==> config.mk <==
export PLATFORM = sky130hd
export DESIGN_NAME = irq_controller
export DESIGN_NICKNAME = d
export VERILOG_FILES = /design/src/rtl/irq_pkg.sv /design/src/rtl/irq_cfg_if.sv /design/src/rtl/irq_controller.sv /design/src/rtl/irq_ack_port.sv /design/src/rtl/irq_prioritizer.sv /design/src/rtl/irq_regs.sv
export SDC_FILE = /design/constraint.sdc
export NUM_CORES = 1
export LEC_CHECK = 0
export ABC_AREA = 1
export ABC_CLOCK_PERIOD_IN_PS = 2200
export BUFFER_PORTS_ARGS = -buffer_cell sky130_fd_sc_hd__buf_2
export CORE_UTILIZATION = 55
export DETAILED_ROUTE_END_ITERATION = 8
export GPL_TIMING_DRIVEN = 0
export PLACE_DENSITY = 0.9
export SYNTH_ARGS = -nofsm -noshare
export SYNTH_HDL_FRONTEND = slang
export SYNTH_HIERARCHICAL = 1
export SYNTH_SLANG_ARGS = --single-unit
==> constraint.sdc <==
create_clock -name clk -period 2.2 [get_ports clk]
set_clock_uncertainty 0.05 [all_clocks]
set_input_delay 0.11 -clock clk [delete_from_list [all_inputs] [get_ports clk]]
set_output_delay 0.11 -clock clk [all_outputs]
set_load 0.03 [all_outputs]
==> src/rtl/irq_pkg.sv <==
package irq_pkg;

    // ########################################
    // Interrupt source layout
    // ########################################

    localparam int NUM_IRQ_LINES = 8;

    // line 7 is the non-maskable source and never produces a vector.
    localparam int NMI_LINE = 7;

    // lines below the NMI line take part in vector selection.
    localparam int MASKABLE_LINES = NMI_LINE;

    // offset added to the vector base when an acknowledge finds nothing pending.
    localparam int SPURIOUS_INDEX = 7;

    // ########################################
    // Register bus layout
    // ########################################

    // word 0 holds enable and base, word 1 holds test and pending status.
    localparam logic BUS_WORD_CTRL = 1'b0;
    localparam logic BUS_WORD_STATUS = 1'b1;

    localparam int LANE_LOW = 0;
    localparam int LANE_HIGH = 1;

    // ########################################
    // Shared types
    // ########################################

    typedef logic [NUM_IRQ_LINES-1:0] irq_mask_t;
    typedef logic [7:0] irq_vector_t;
    typedef logic [15:0] bus_data_t;
    typedef logic [1:0] bus_bytesel_t;

endpackage
==> src/rtl/irq_cfg_if.sv <==
`timescale 1ns/1ns

// configuration and status travelling between the register block and the prioritizer.
interface irq_cfg_if import irq_pkg::*; ();

    irq_mask_t   enable_mask;
    irq_mask_t   test_pending;
    irq_vector_t vector_base;

    // pending set as seen by the prioritizer, read back through word 1.
    irq_mask_t   pending;

    modport regs (
        output enable_mask,
        output test_pending,
        output vector_base,
        input  pending
    );

    modport prio (
        input  enable_mask,
        input  test_pending,
        input  vector_base,
        output pending
    );

endinterface

==> src/rtl/irq_controller.sv <==
`timescale 1ns/1ns

module irq_controller import irq_pkg::*; (
    input  logic         clk,
    input  logic         reset,
    input  logic         cs,
    input  logic [1:1]   data_m_addr,
    input  bus_data_t    data_m_data_in,
    output bus_data_t    data_m_data_out,
    input  bus_bytesel_t data_m_bytesel,
    input  logic         data_m_wr_en,
    input  logic         data_m_access,
    output logic         data_m_ack,
    input  irq_mask_t    irq_lines,
    input  logic         inta_req,
    output logic         inta_ack,
    output irq_vector_t  inta_vector,
    output logic         intr,
    output logic         nmi
);

    logic        intr_pending;
    logic        winner_valid;
    irq_vector_t winner_vector;

    irq_cfg_if cfg0 ();

    irq_regs regs0 (
        .clk             (clk),
        .reset           (reset),
        .cs              (cs),
        .data_m_addr     (data_m_addr),
        .data_m_data_in  (data_m_data_in),
        .data_m_data_out (data_m_data_out),
        .data_m_bytesel  (data_m_bytesel),
        .data_m_wr_en    (data_m_wr_en),
        .data_m_access   (data_m_access),
        .data_m_ack      (data_m_ack),
        .cfg             (cfg0.regs)
    );

    irq_prioritizer prio0 (
        .clk           (clk),
        .reset         (reset),
        .irq_lines     (irq_lines),
        .cfg           (cfg0.prio),
        .intr_pending  (intr_pending),
        .winner_valid  (winner_valid),
        .winner_vector (winner_vector),
        .nmi           (nmi)
    );

    irq_ack_port ack0 (
        .clk           (clk),
        .reset         (reset),
        .intr_pending  (intr_pending),
        .winner_valid  (winner_valid),
        .winner_vector (winner_vector),
        .vector_base   (cfg0.vector_base),
        .inta_req      (inta_req),
        .inta_ack      (inta_ack),
        .inta_vector   (inta_vector),
        .intr          (intr)
    );

endmodule

==> src/rtl/irq_ack_port.sv <==
`timescale 1ns/1ns

module irq_ack_port import irq_pkg::*; (
    input  logic        clk,
    input  logic        reset,
    input  logic        intr_pending,
    input  logic        winner_valid,
    input  irq_vector_t winner_vector,
    input  irq_vector_t vector_base,
    input  logic        inta_req,
    output logic        inta_ack,
    output irq_vector_t inta_vector,
    output logic        intr
);

    typedef enum logic [1:0] {
        ST_IDLE,
        ST_ACKED,
        ST_RELEASE
    } ack_state_t;

    ack_state_t  state;
    irq_vector_t spurious_vector;

    assign spurious_vector = vector_base + irq_vector_t'(SPURIOUS_INDEX);

    // ########################################
    // Four-phase handshake
    // ########################################

    always_ff @(posedge clk or posedge reset) begin
        if (reset) begin
            state <= ST_IDLE;
            inta_ack <= 1'b0;
            inta_vector <= '0;
        end else begin
            case (state)
                ST_IDLE: begin
                    if (inta_req) begin
                        inta_ack <= 1'b1;
                        inta_vector <= winner_valid ? winner_vector : spurious_vector;
                        state <= ST_ACKED;
                    end
                end
                ST_ACKED: begin
                    // vector stays frozen until the processor lets go.
                    if (!inta_req) begin
                        inta_ack <= 1'b0;
                        state <= ST_RELEASE;
                    end
                end
                ST_RELEASE: begin
                    state <= ST_IDLE;
                end
                default: begin
                    inta_ack <= 1'b0;
                    state <= ST_IDLE;
                end
            endcase
        end
    end

    // intr is held off for the whole acknowledge cycle, release included.
    assign intr = intr_pending && (state == ST_IDLE);

endmodule

==> src/rtl/irq_prioritizer.sv <==
`timescale 1ns/1ns

module irq_prioritizer import irq_pkg::*; (
    input  logic        clk,
    input  logic        reset,
    input  irq_mask_t   irq_lines,
    irq_cfg_if.prio     cfg,
    output logic        intr_pending,
    output logic        winner_valid,
    output irq_vector_t winner_vector,
    output logic        nmi
);

    irq_mask_t   lines_meta;
    irq_mask_t   lines_sync;
    irq_mask_t   line_gate;
    irq_mask_t   pending;
    irq_vector_t win_idx;
    logic        any_maskable;

    // two-flop synchronizer for the external level inputs.
    always_ff @(posedge clk or posedge reset) begin
        if (reset) begin
            lines_meta <= '0;
            lines_sync <= '0;
        end else begin
            lines_meta <= irq_lines;
            lines_sync <= lines_meta;
        end
    end

    // the NMI line passes regardless of its enable bit.
    always_comb begin
        line_gate = cfg.enable_mask;
        line_gate[NMI_LINE] = 1'b1;
    end

    assign pending = (lines_sync & line_gate) | cfg.test_pending;
    assign cfg.pending = pending;

    assign any_maskable = |pending[MASKABLE_LINES-1:0];

    // scan downwards so the lowest set index is left in win_idx.
    always_comb begin
        win_idx = '0;
        for (int i = MASKABLE_LINES - 1; i >= 0; i--) begin
            if (pending[i])
                win_idx = irq_vector_t'(i);
        end
    end

    always_ff @(posedge clk or posedge reset) begin
        if (reset) begin
            intr_pending <= 1'b0;
            winner_valid <= 1'b0;
            winner_vector <= '0;
            nmi <= 1'b0;
        end else begin
            intr_pending <= any_maskable;
            winner_valid <= any_maskable;
            winner_vector <= cfg.vector_base + win_idx;
            nmi <= pending[NMI_LINE];
        end
    end

endmodule

==> src/rtl/irq_regs.sv <==
`timescale 1ns/1ns

module irq_regs import irq_pkg::*; (
    input  logic         clk,
    input  logic         reset,
    input  logic         cs,
    input  logic [1:1]   data_m_addr,
    input  bus_data_t    data_m_data_in,
    output bus_data_t    data_m_data_out,
    input  bus_bytesel_t data_m_bytesel,
    input  logic         data_m_wr_en,
    input  logic         data_m_access,
    output logic         data_m_ack,
    irq_cfg_if.regs      cfg
);

    logic        bus_sel;
    logic        wr_first;
    logic        sel_ctrl;
    logic        sel_status;
    logic [7:0]  rd_low;
    logic [7:0]  rd_high;
    irq_mask_t   enable_reg;
    irq_mask_t   test_reg;
    irq_vector_t base_reg;

    assign bus_sel = cs & data_m_access;

    // the ack of the previous cycle marks the second cycle of the same access.
    assign wr_first = bus_sel & data_m_wr_en & ~data_m_ack;

    assign sel_ctrl = data_m_addr[1] == BUS_WORD_CTRL;
    assign sel_status = data_m_addr[1] == BUS_WORD_STATUS;

    // ########################################
    // Writable registers
    // ########################################

    always_ff @(posedge clk or posedge reset) begin
        if (reset) begin
            enable_reg <= '0;
            base_reg <= '0;
            test_reg <= '0;
        end else if (wr_first) begin
            if (sel_ctrl && data_m_bytesel[LANE_LOW])
                enable_reg <= data_m_data_in[7:0];
            if (sel_ctrl && data_m_bytesel[LANE_HIGH])
                base_reg <= data_m_data_in[15:8];
            // writing test bit 7 raises nmi directly.
            if (sel_status && data_m_bytesel[LANE_LOW])
                test_reg <= data_m_data_in[7:0];
        end
    end

    assign cfg.enable_mask = enable_reg;
    assign cfg.test_pending = test_reg;
    assign cfg.vector_base = base_reg;

    // ########################################
    // Read path and ack
    // ########################################

    always_comb begin
        rd_low = '0;
        rd_high = '0;
        if (data_m_bytesel[LANE_LOW])
            rd_low = sel_ctrl ? enable_reg : test_reg;
        if (data_m_bytesel[LANE_HIGH])
            rd_high = sel_ctrl ? base_reg : cfg.pending;
    end

    always_ff @(posedge clk or posedge reset) begin
        if (reset) begin
            data_m_ack <= 1'b0;
            data_m_data_out <= '0;
        end else begin
            data_m_ack <= bus_sel;
            data_m_data_out <= (bus_sel && !data_m_wr_en) ? {rd_high, rd_low} : '0;
        end
    end

endmodule

==> results of run 1 <==
[flip-flops by register name (all words and copies together) (netlist names)]
register,cells
prio0/lines_sync,8
ack0/inta_ack,1
regs0/data_m_ack,1
prio0/winner_vector,8
regs0/cfg.test_pending,8
prio0/nmi,1
prio0/winner_valid,1
regs0/cfg.enable_mask,8
regs0/cfg.vector_base,8
regs0/data_m_data_out,16
ack0/inta_vector,8
ack0/state,2
prio0/lines_meta,8
[tightest hold or removal path, cell delays in order]
cell,delay (ns)
sky130_fd_sc_hd__buf_2,0.10
sky130_fd_sc_hd__nand2_1,0.12
sky130_fd_sc_hd__inv_2,0.11
[area by class of cell]
| type | instances | share of cell area (%) |
|---|---|---|
| clock inverter | 6 | 2.14 |
| timing repair buffer | 93 | 14.1 |
| multi-input combinational | 251 | 28.9 |
| inverter | 32 | 2.77 |
| sequential | 78 | 45.0 |
| clock buffer | 10 | 3.17 |
| tap | 75 | 2.16 |
| buffer | 8 | 1.67 |
[synth_stat cells]
cell,instances
sky130_fd_sc_hd__buf_8,1
sky130_fd_sc_hd__a31oi_1,1
sky130_fd_sc_hd__nor3b_1,1
sky130_fd_sc_hd__xnor2_1,1
sky130_fd_sc_hd__nand4_1,3
sky130_fd_sc_hd__nor2_8,1
sky130_fd_sc_hd__a21oi_1,26
sky130_fd_sc_hd__nor3_1,2
sky130_fd_sc_hd__nand2_1,132
sky130_fd_sc_hd__buf_4,4
sky130_fd_sc_hd__a21o_1,2
sky130_fd_sc_hd__nand3_4,2
sky130_fd_sc_hd__inv_1,28
sky130_fd_sc_hd__o21ai_1,3
sky130_fd_sc_hd__clkinv_1,1
sky130_fd_sc_hd__nand3_1,35
sky130_fd_sc_hd__a21boi_0,1
sky130_fd_sc_hd__nand2_2,2
sky130_fd_sc_hd__ha_1,4
sky130_fd_sc_hd__nand3_2,1
sky130_fd_sc_hd__nand3b_1,2
sky130_fd_sc_hd__fa_1,1
sky130_fd_sc_hd__or2_1,1
sky130_fd_sc_hd__xor2_1,3
sky130_fd_sc_hd__or2_2,1
sky130_fd_sc_hd__nor2_1,16
sky130_fd_sc_hd__o21ai_0,2
sky130_fd_sc_hd__buf_2,1
sky130_fd_sc_hd__buf_6,2
sky130_fd_sc_hd__o21ai_2,1
sky130_fd_sc_hd__nor2_4,4
sky130_fd_sc_hd__nor2_2,2
sky130_fd_sc_hd__nand2_4,1
sky130_fd_sc_hd__dfrtp_1,78
sky130_fd_sc_hd__inv_2,3
[through the flow]
step / util, % / cells
after floorplan: - / 369
after global placement: 63.8 / 504
after detailed placement: 63.8 / 504
after CTS: 72.4 / 548
after global routing: 73.2 / 553
final: 73.2 / 553
[worst paths after layout]
kind / startpoint / end / slack (ns)
max: prio0/lines_sync[4] / prio0/winner_vector[6] / 0.08
min: data_m_access / regs0/data_m_ack / 0.09
max reg2reg: prio0/lines_sync[4] / prio0/winner_vector[6] / 0.08
min in group asynchronous: reset / ack0/inta_vector[5] / 0.29
min reg2reg: prio0/lines_meta[3] / prio0/lines_sync[3] / 0.30
max in group asynchronous: reset / prio0/lines_sync[5] / 0.93
[what timing repair did]
| item | CTS | global route |
|---|---|---|
| endpoints found under the setup margin | 2 | 3 |
| resized for setup | 1 | 5 |
| hold buffers | 26 | 0 |
| endpoints found under the hold margin | 86 | 0 |
| buffers inserted | 2 | 5 |
| gates cloned | 0 | 0 |
| pin swaps | 2 | 2 |
[power groups by stage]
| stage | clock network, uW | logic [uW] | registers [uW] |
|---|---|---|---|
| finish | 1220 | 1000 | 1850 |
| CTS | 1240 | 948 | 1850 |
| global placement | 0 | 849 | 1850 |
| detailed placement | 0 | 891 | 1870 |
| floorplan | 0 | 525 | 1950 |
| global route | 1300 | 1100 | 1880 |
[routing by layer]
layer	vias up	GRT usage, %
met5	-	0
met4	0	13.8
met3	38	6.14
met2	175	46.9
met1	1405	35.3
li1	1383	-
[kinds of logic after synthesis]
kind of cell	count (synthesis)	synth area share, %
compound gates	36	5.70
xor+xnor	4	1.04
fa+ha+maj	5	2.07
buf+inv	40	5.69
flops	78	57.7
simple gates	206	27.8
==> results.txt, run 1 <==
----------------------------------------------------
[Status]
  Status ... finished, final reports clean

[Logic synthesis]
  Synth top area cells ... sky130_fd_sc_hd__dfrtp_1, sky130_fd_sc_hd__nand2_1, sky130_fd_sc_hd__nand3_1
  Sequential-to-total area share from yosys stat ... between 50 and 60%
  Cell type with the highest aggregate area in the netlist ... sky130_fd_sc_hd__dfrtp_1
  Syn Std Cell Area ... roughly 3400 um2
  Yosys warnings ... 6
  Cell count after synthesis ... about 370
  Mean instance size in the synthesized netlist ... a little over 9 um2
  Seq cells post-synth ... 78
  Top-area cell type share of the netlist area ... 57.7%
  Number of unique standard cell types used by synthesis ... 35
  Synthesized netlist net count ... 407

[Die]
  Number of rows in the core area ... 28
  Core Region ... around 5900 um2
  Horiz. Die Dim ... a little over 80 um
  Initial standard-cell utilization of the core ... 57.1%
  Die ar. ... 6470 um2
  Height of the die ... 80.4 um
  Number of I/O pins ... around 60

[Cells and area]
  FILL cells ... a little over 400
  Count of nets after finishing ... slightly above 500
  Area of all placed cells without fillers ... between 4000 and 5000 um2
  Area added between synthesis and finish ... 28.2%
  Flip-flop and latch area ... between 1500 and 2000 um2
  Most common cell after layout, fill and taps aside ... sky130_fd_sc_hd__nand2_1
  Fraction of final layout cells with drive strength greater than 1 ... between 20% and 30%
  Most frequent cells in the layout ... sky130_fd_sc_hd__nand2_1, sky130_fd_sc_hd__dfrtp_1, sky130_fd_sc_hd__buf_2
  Area of the multi-input gates ... approximately 1300 um2
  Antenna cells ... 0

[CTS]
  Clk slew on worst S/H paths ... 0.08 ns
  Clk buf depth ... 2
  Deepest level of the CTS H-tree ... 3
  CTS Buf Count ... 9
  Clock tree root driver cell ... sky130_fd_sc_hd__clkbuf_8
  TritonCTS clock tree ... done
  Number of sinks on the clock net ... 78
  Insertion delay to the later sink of the worst-skew pair ... approximately 0.36 ns

[STA]
  Unrepaired setup endpoints after global routing ... true
  Number of max-slew violations in the final report ... 0
  Highest attainable clock frequency ... 0.473 GHz
  Worst hold-check slack ... 0.0858 ns
  Number of setup violations in the final report ... 0
  Post-route minimum period ... 2.12 ns
  Number of hold violations in the final report ... 0
  Slew at the pin closest to its max-slew limit ... 1.04 ns
  Smallest setup slack after layout ... between 0.08 and 0.09 ns
  Worst max-slew margin expressed relative to the limit ... around 31%
  Share of the clock period used by the worst path ... between 90% and 100%
  Post-route setup TNS ... 0 ns

[Worst setup path]
  Required time of the worst setup path ... 2.41 ns
  Start-to-end type of the worst setup path ... flop to flop
  Capturing element type of the critical path ... flop
  Critical Path Most Common Cell ... sky130_fd_sc_hd__nand2_1
  Buf+Inv Stages, Crit Path ... 1
  Critical Path Source Type ... flop
  Arrival time at the worst endpoint ... ~2.3 ns
  Highest cell delay on the worst timing path ... roughly 0.41 ns
  R2R depth ... 12
  Top cell family by delay on the critical path ... adder cells
  Cell at the slowest stage of the critical path ... sky130_fd_sc_hd__dfrtp_1
  Cells along the critical path ... a21oi_2, nand2_1, nand2_1, nand2_1, a21oi_2, ha_2, inv_2, fa_2, o21ai_2, nand3_1, nand2_1, nand2_1
  Critical Path Stages ... 12
  Maximum fanout along the worst path ... 3

[Power and ir drop]
  VDD IR max ... about 0.56 mV
  Share of total power in sequential cells ... between 40% and 50%
  Power consumption ... about 4100 uW
  Total leakage power ... approximately 0.0023 uW
  Internal portion of total power ... approximately 2700 uW
  Combinational share of power ... 24.6%
  Part of the total power dissipated in the clock network ... between 20% and 30%
  Power density of the placed cells ... 939 nW/um2
  Switching pwr ... approximately 1400 uW
  Switching share of power ... about a third

[Detailed routing]
  Iter 0 DRT Violations ... between 300 and 400
  Drc violations ... 0
  Metal1 wirelength ... ~3.3 mm
  Routed length on met2 ... slightly above 4 mm
  Detailed-route wire length per cell ... 15.2 um
  Uppermost routed layer ... met4
  Met3 wire length ... a little under 700 um
  Final antenna-violating net count ... 0
  DR pass1 iterations ... 7
  Number of vias in the routed layout ... 3001
  Average via count per standard cell ... about 5.4
  Routed wire length ... about 8.4 mm

[Placement]
  Setup slack after placement ... -0.0826 ns
  Final weighted congestion in routability-driven placement ... between 0.8 and 0.9
  Placed standard-cell area ... approximately 3800 um2
  Number of I/O port buffers ... 60
  Post-DP HPWL ... between 5 and 6 mm

[GRT]
  Wire length of the first global-routing pass ... roughly 13 mm
  Global route total overflow ... 0
  Vias in the first global route ... between 2000 and 3000
  Initial antenna violation count ... 0
  Gr usage total ... between 20% and 30%
  Largest net degree at the start of global routing ... 42

[Min path]
  Worst hold-check path type ... input port to flop
  WHS Path Cells ... 3

[Job]
  Total of max-cap violations ... 0

----------------------------------------------------
Power figures use the tool's default switching activity.
==> run 2, diff against run 1 <==
- HOLD_SLACK_MARGIN: default -> 0.15
- PLACE_DENSITY: 0.9 -> 0.87
==> results.txt, run 2 (synthesis results as in run 1) <==
----------------------------------------------------
[Min path]
  Worst hold-check path type ... input port to flop

[CTS]
  Clk slew on worst S/H paths ... 0.08 ns (about the same)
  CTS Buf Count ... 9 (unchanged)
  Clk buf depth ... 2 (unchanged)
  Number of sinks on the clock net ... 78 (unchanged)
  Clock tree root driver cell ... sky130_fd_sc_hd__clkbuf_8
  Insertion delay to the later sink of the worst-skew pair ... 0.35 ns (about the same)
  TritonCTS clock tree ... done
  Deepest level of the CTS H-tree ... 3 (unchanged)

[Cells and area]
  Final standard cell count with taps included and fillers excluded ... 560 (+1.3%)
  Antenna cells ... 0 (unchanged)
  Flip-flop and latch area ... 1950 um2 (unchanged)
  Largest register by flop count ... regs0/data_m_data_out
  FILL cells ... 375 (-9.0%)
  Most common cell after layout, fill and taps aside ... sky130_fd_sc_hd__nand2_1
  Max reg flops ... 16 (unchanged)
  Most frequent cells in the layout ... sky130_fd_sc_hd__nand2_1, sky130_fd_sc_hd__dfrtp_1, sky130_fd_sc_hd__buf_2
  Fraction of final layout cells with drive strength greater than 1 ... 23.9% (-0.35 points)
  Area of the multi-input gates ... 1280 um2 (+2.2%)
  Count of nets after finishing ... 518 (+1.4%)
  Area added between synthesis and finish ... 31.6%
  Final core utilization ... 75.2% (+2.0 points)

[Die]
  Height of the die ... 80.4 um (unchanged)
  Horiz. Die Dim ... 80.4 um (unchanged)
  Die ar. ... 6470 um2 (unchanged)
  Number of I/O pins ... 61 (unchanged)
  Number of rows in the core area ... 28 (unchanged)
  Core Region ... 5920 um2 (unchanged)
  Initial standard-cell utilization of the core ... 57.1% (unchanged)

[GRT]
  Initial antenna violation count ... 0 (unchanged)
  Largest net degree at the start of global routing ... 42 (unchanged)
  Wire length of the first global-routing pass ... 13.0 mm (-3.0%)
  Gr usage total ... 27.7% (-0.73 points)
  Vias in the first global route ... 2899 (+0.80%)
  Global route total overflow ... 0 (unchanged)

[STA]
  Slew at the pin closest to its max-slew limit ... 1.03 ns (-0.00945 ns)
  Number of max-slew violations in the final report ... 0 (unchanged)
  Number of setup violations in the final report ... 0 (unchanged)
  Share of the clock period used by the worst path ... 98.3% (+2.2 points)
  Unrepaired setup endpoints after global routing ... true
  Number of hold violations in the final report ... 0 (unchanged)
  Highest attainable clock frequency ... 0.462 GHz (-2.2%)
  Post-route minimum period ... 2.16 ns (+0.0478 ns)
  Worst max-slew margin expressed relative to the limit ... 31.4% (+0.63 points)
  Smallest setup slack after layout ... 0.0367 ns (-0.0478 ns)
  Post-route setup TNS ... 0 ns (unchanged)

[Placement]
  Cells after DPL ... 504 (unchanged)
  Setup slack after placement ... -0.0165 ns (+0.0661 ns)
  Post-DP HPWL ... 4.97 mm (-7.8%)
  Final weighted congestion in routability-driven placement ... 0.835 (+0.19%)
  Number of I/O port buffers ... 60 (unchanged)

[Job]
  Total of max-cap violations ... 0 (unchanged)

[Worst setup path]
  Cell at the slowest stage of the critical path ... sky130_fd_sc_hd__dfrtp_1
  Arrival time at the worst endpoint ... 2.41 ns (+0.08 ns)
  Start-to-end type of the worst setup path ... flop to flop
  Cells along the critical path ... a21oi_2, inv_1, nor2_2, nand2_1, nor2_1, ha_1, nand2_1, o21ai_4, buf_6, nand4_1, nand2_1
  Critical Path Source Type ... flop
  Highest cell delay on the worst timing path ... 0.43 ns (+0.02 ns)
  Required time of the worst setup path ... 2.44 ns (+0.03 ns)
  Maximum fanout along the worst path ... 4 (+1)
  Critical Path Most Common Cell ... sky130_fd_sc_hd__nand2_1
  Capturing element type of the critical path ... flop

[Power and ir drop]
  VDD IR max ... 0.553 mV (-1.8%)
  Total leakage power ... 0.00227 uW (+0.51%)
  Power density of the placed cells ... 914 nW/um2 (-2.7%)

[Detailed routing]
  Detailed-route wire length per cell ... 15.0 um (-1.7%)
  Final antenna-violating net count ... 0 (unchanged)
  Iter 0 DRT Violations ... 244 (-26%)
  Number of vias in the routed layout ... 3009 (+0.27%)
  Drc violations ... 0 (unchanged)
  Routed wire length ... 8.39 mm (-0.42%)
  Average via count per standard cell ... 5.37 (-0.99%)
  DR pass1 iterations ... 6 (-1)

[Status]
  Status ... finished, final reports clean

----------------------------------------------------
-- run 2: cell types whose count changed in the layout (fill, tap and decap cells not counted), moves of 2 or more --
cell	before	now
sky130_fd_sc_hd__a21oi_2	3	5
sky130_fd_sc_hd__dlygate4sd3_1	26	38
sky130_fd_sc_hd__inv_6	2	0
sky130_fd_sc_hd__a21oi_1	23	21
sky130_fd_sc_hd__buf_4	11	5
-- run 2: per-stage QoR --
stage	area [um2]	power (uW)	hold slack, ns
after floorplan	3380	2480	-0.0876
after global placement	3780	2700	0.0736
after detailed placement	3780	2750	0.0913
after CTS	4390	4000	0.155
after global routing	4450	4280	0.166
final	4450	4070	0.180
-- run 2: layer usage --
layer	up-vias	wire [um]	track usage, %
li1	1395	-	-
met5	-	0	0
met2	180	4260	46.2
met4	0	221	11.3
met1	1406	3210	33.1
met3	28	692	8.52
-- run 2: worst paths after layout --
kind                       slack (ns)                   endpoint                      from  cells past startpoint
max reg2reg                      0.04     prio0/winner_vector[6]  regs0/cfg.enable_mask[2]                     11
max                              0.04     prio0/winner_vector[6]  regs0/cfg.enable_mask[2]                     11
min in group asynchronous        0.26        ack0/inta_vector[7]                     reset                      3
min reg2reg                      0.30        prio0/lines_sync[7]       prio0/lines_meta[7]                      0
min                              0.18  regs0/data_m_data_out[14]         data_m_bytesel[1]                      3
max in group asynchronous        0.96        prio0/lines_meta[5]                     reset                      3
-- run 2: timing repair --
item,4_1_cts,5_1_grt
hold endpoints to repair,121,0
buffers inserted,0,2
hold buffers,38,0
resized for setup,1,12
pin swaps,0,2
endpoints found under the setup margin,2,5
-- run 2: worst max-delay path, delay by kind of cell, from the launching register on --
kind,cells,cell delay [ns]
buffers and inverters,2,0.21
and+or+nand+nor,6,0.74
adders and majority gates,1,0.26
AOI/OAI and AO/OA,2,0.42
DFF,1,0.43
-- run 2: area by class of cell --
class / instances / share of cell area, %
Buffer: 8 / 1.63
Clock buffer: 11 / 3.40
Clock inverter: 5 / 1.83
Inverter: 32 / 2.70
Multi-Input combinational cell: 251 / 28.8
Sequential cell: 78 / 43.8
Tap cell: 75 / 2.11
Timing Repair Buffer: 100 / 15.7
-- run 2: power by group --
group,internal [uW],switching [uW]
Clock,700,512
Sequential,1660,196
Combinational,363,635
Total,2730,1340
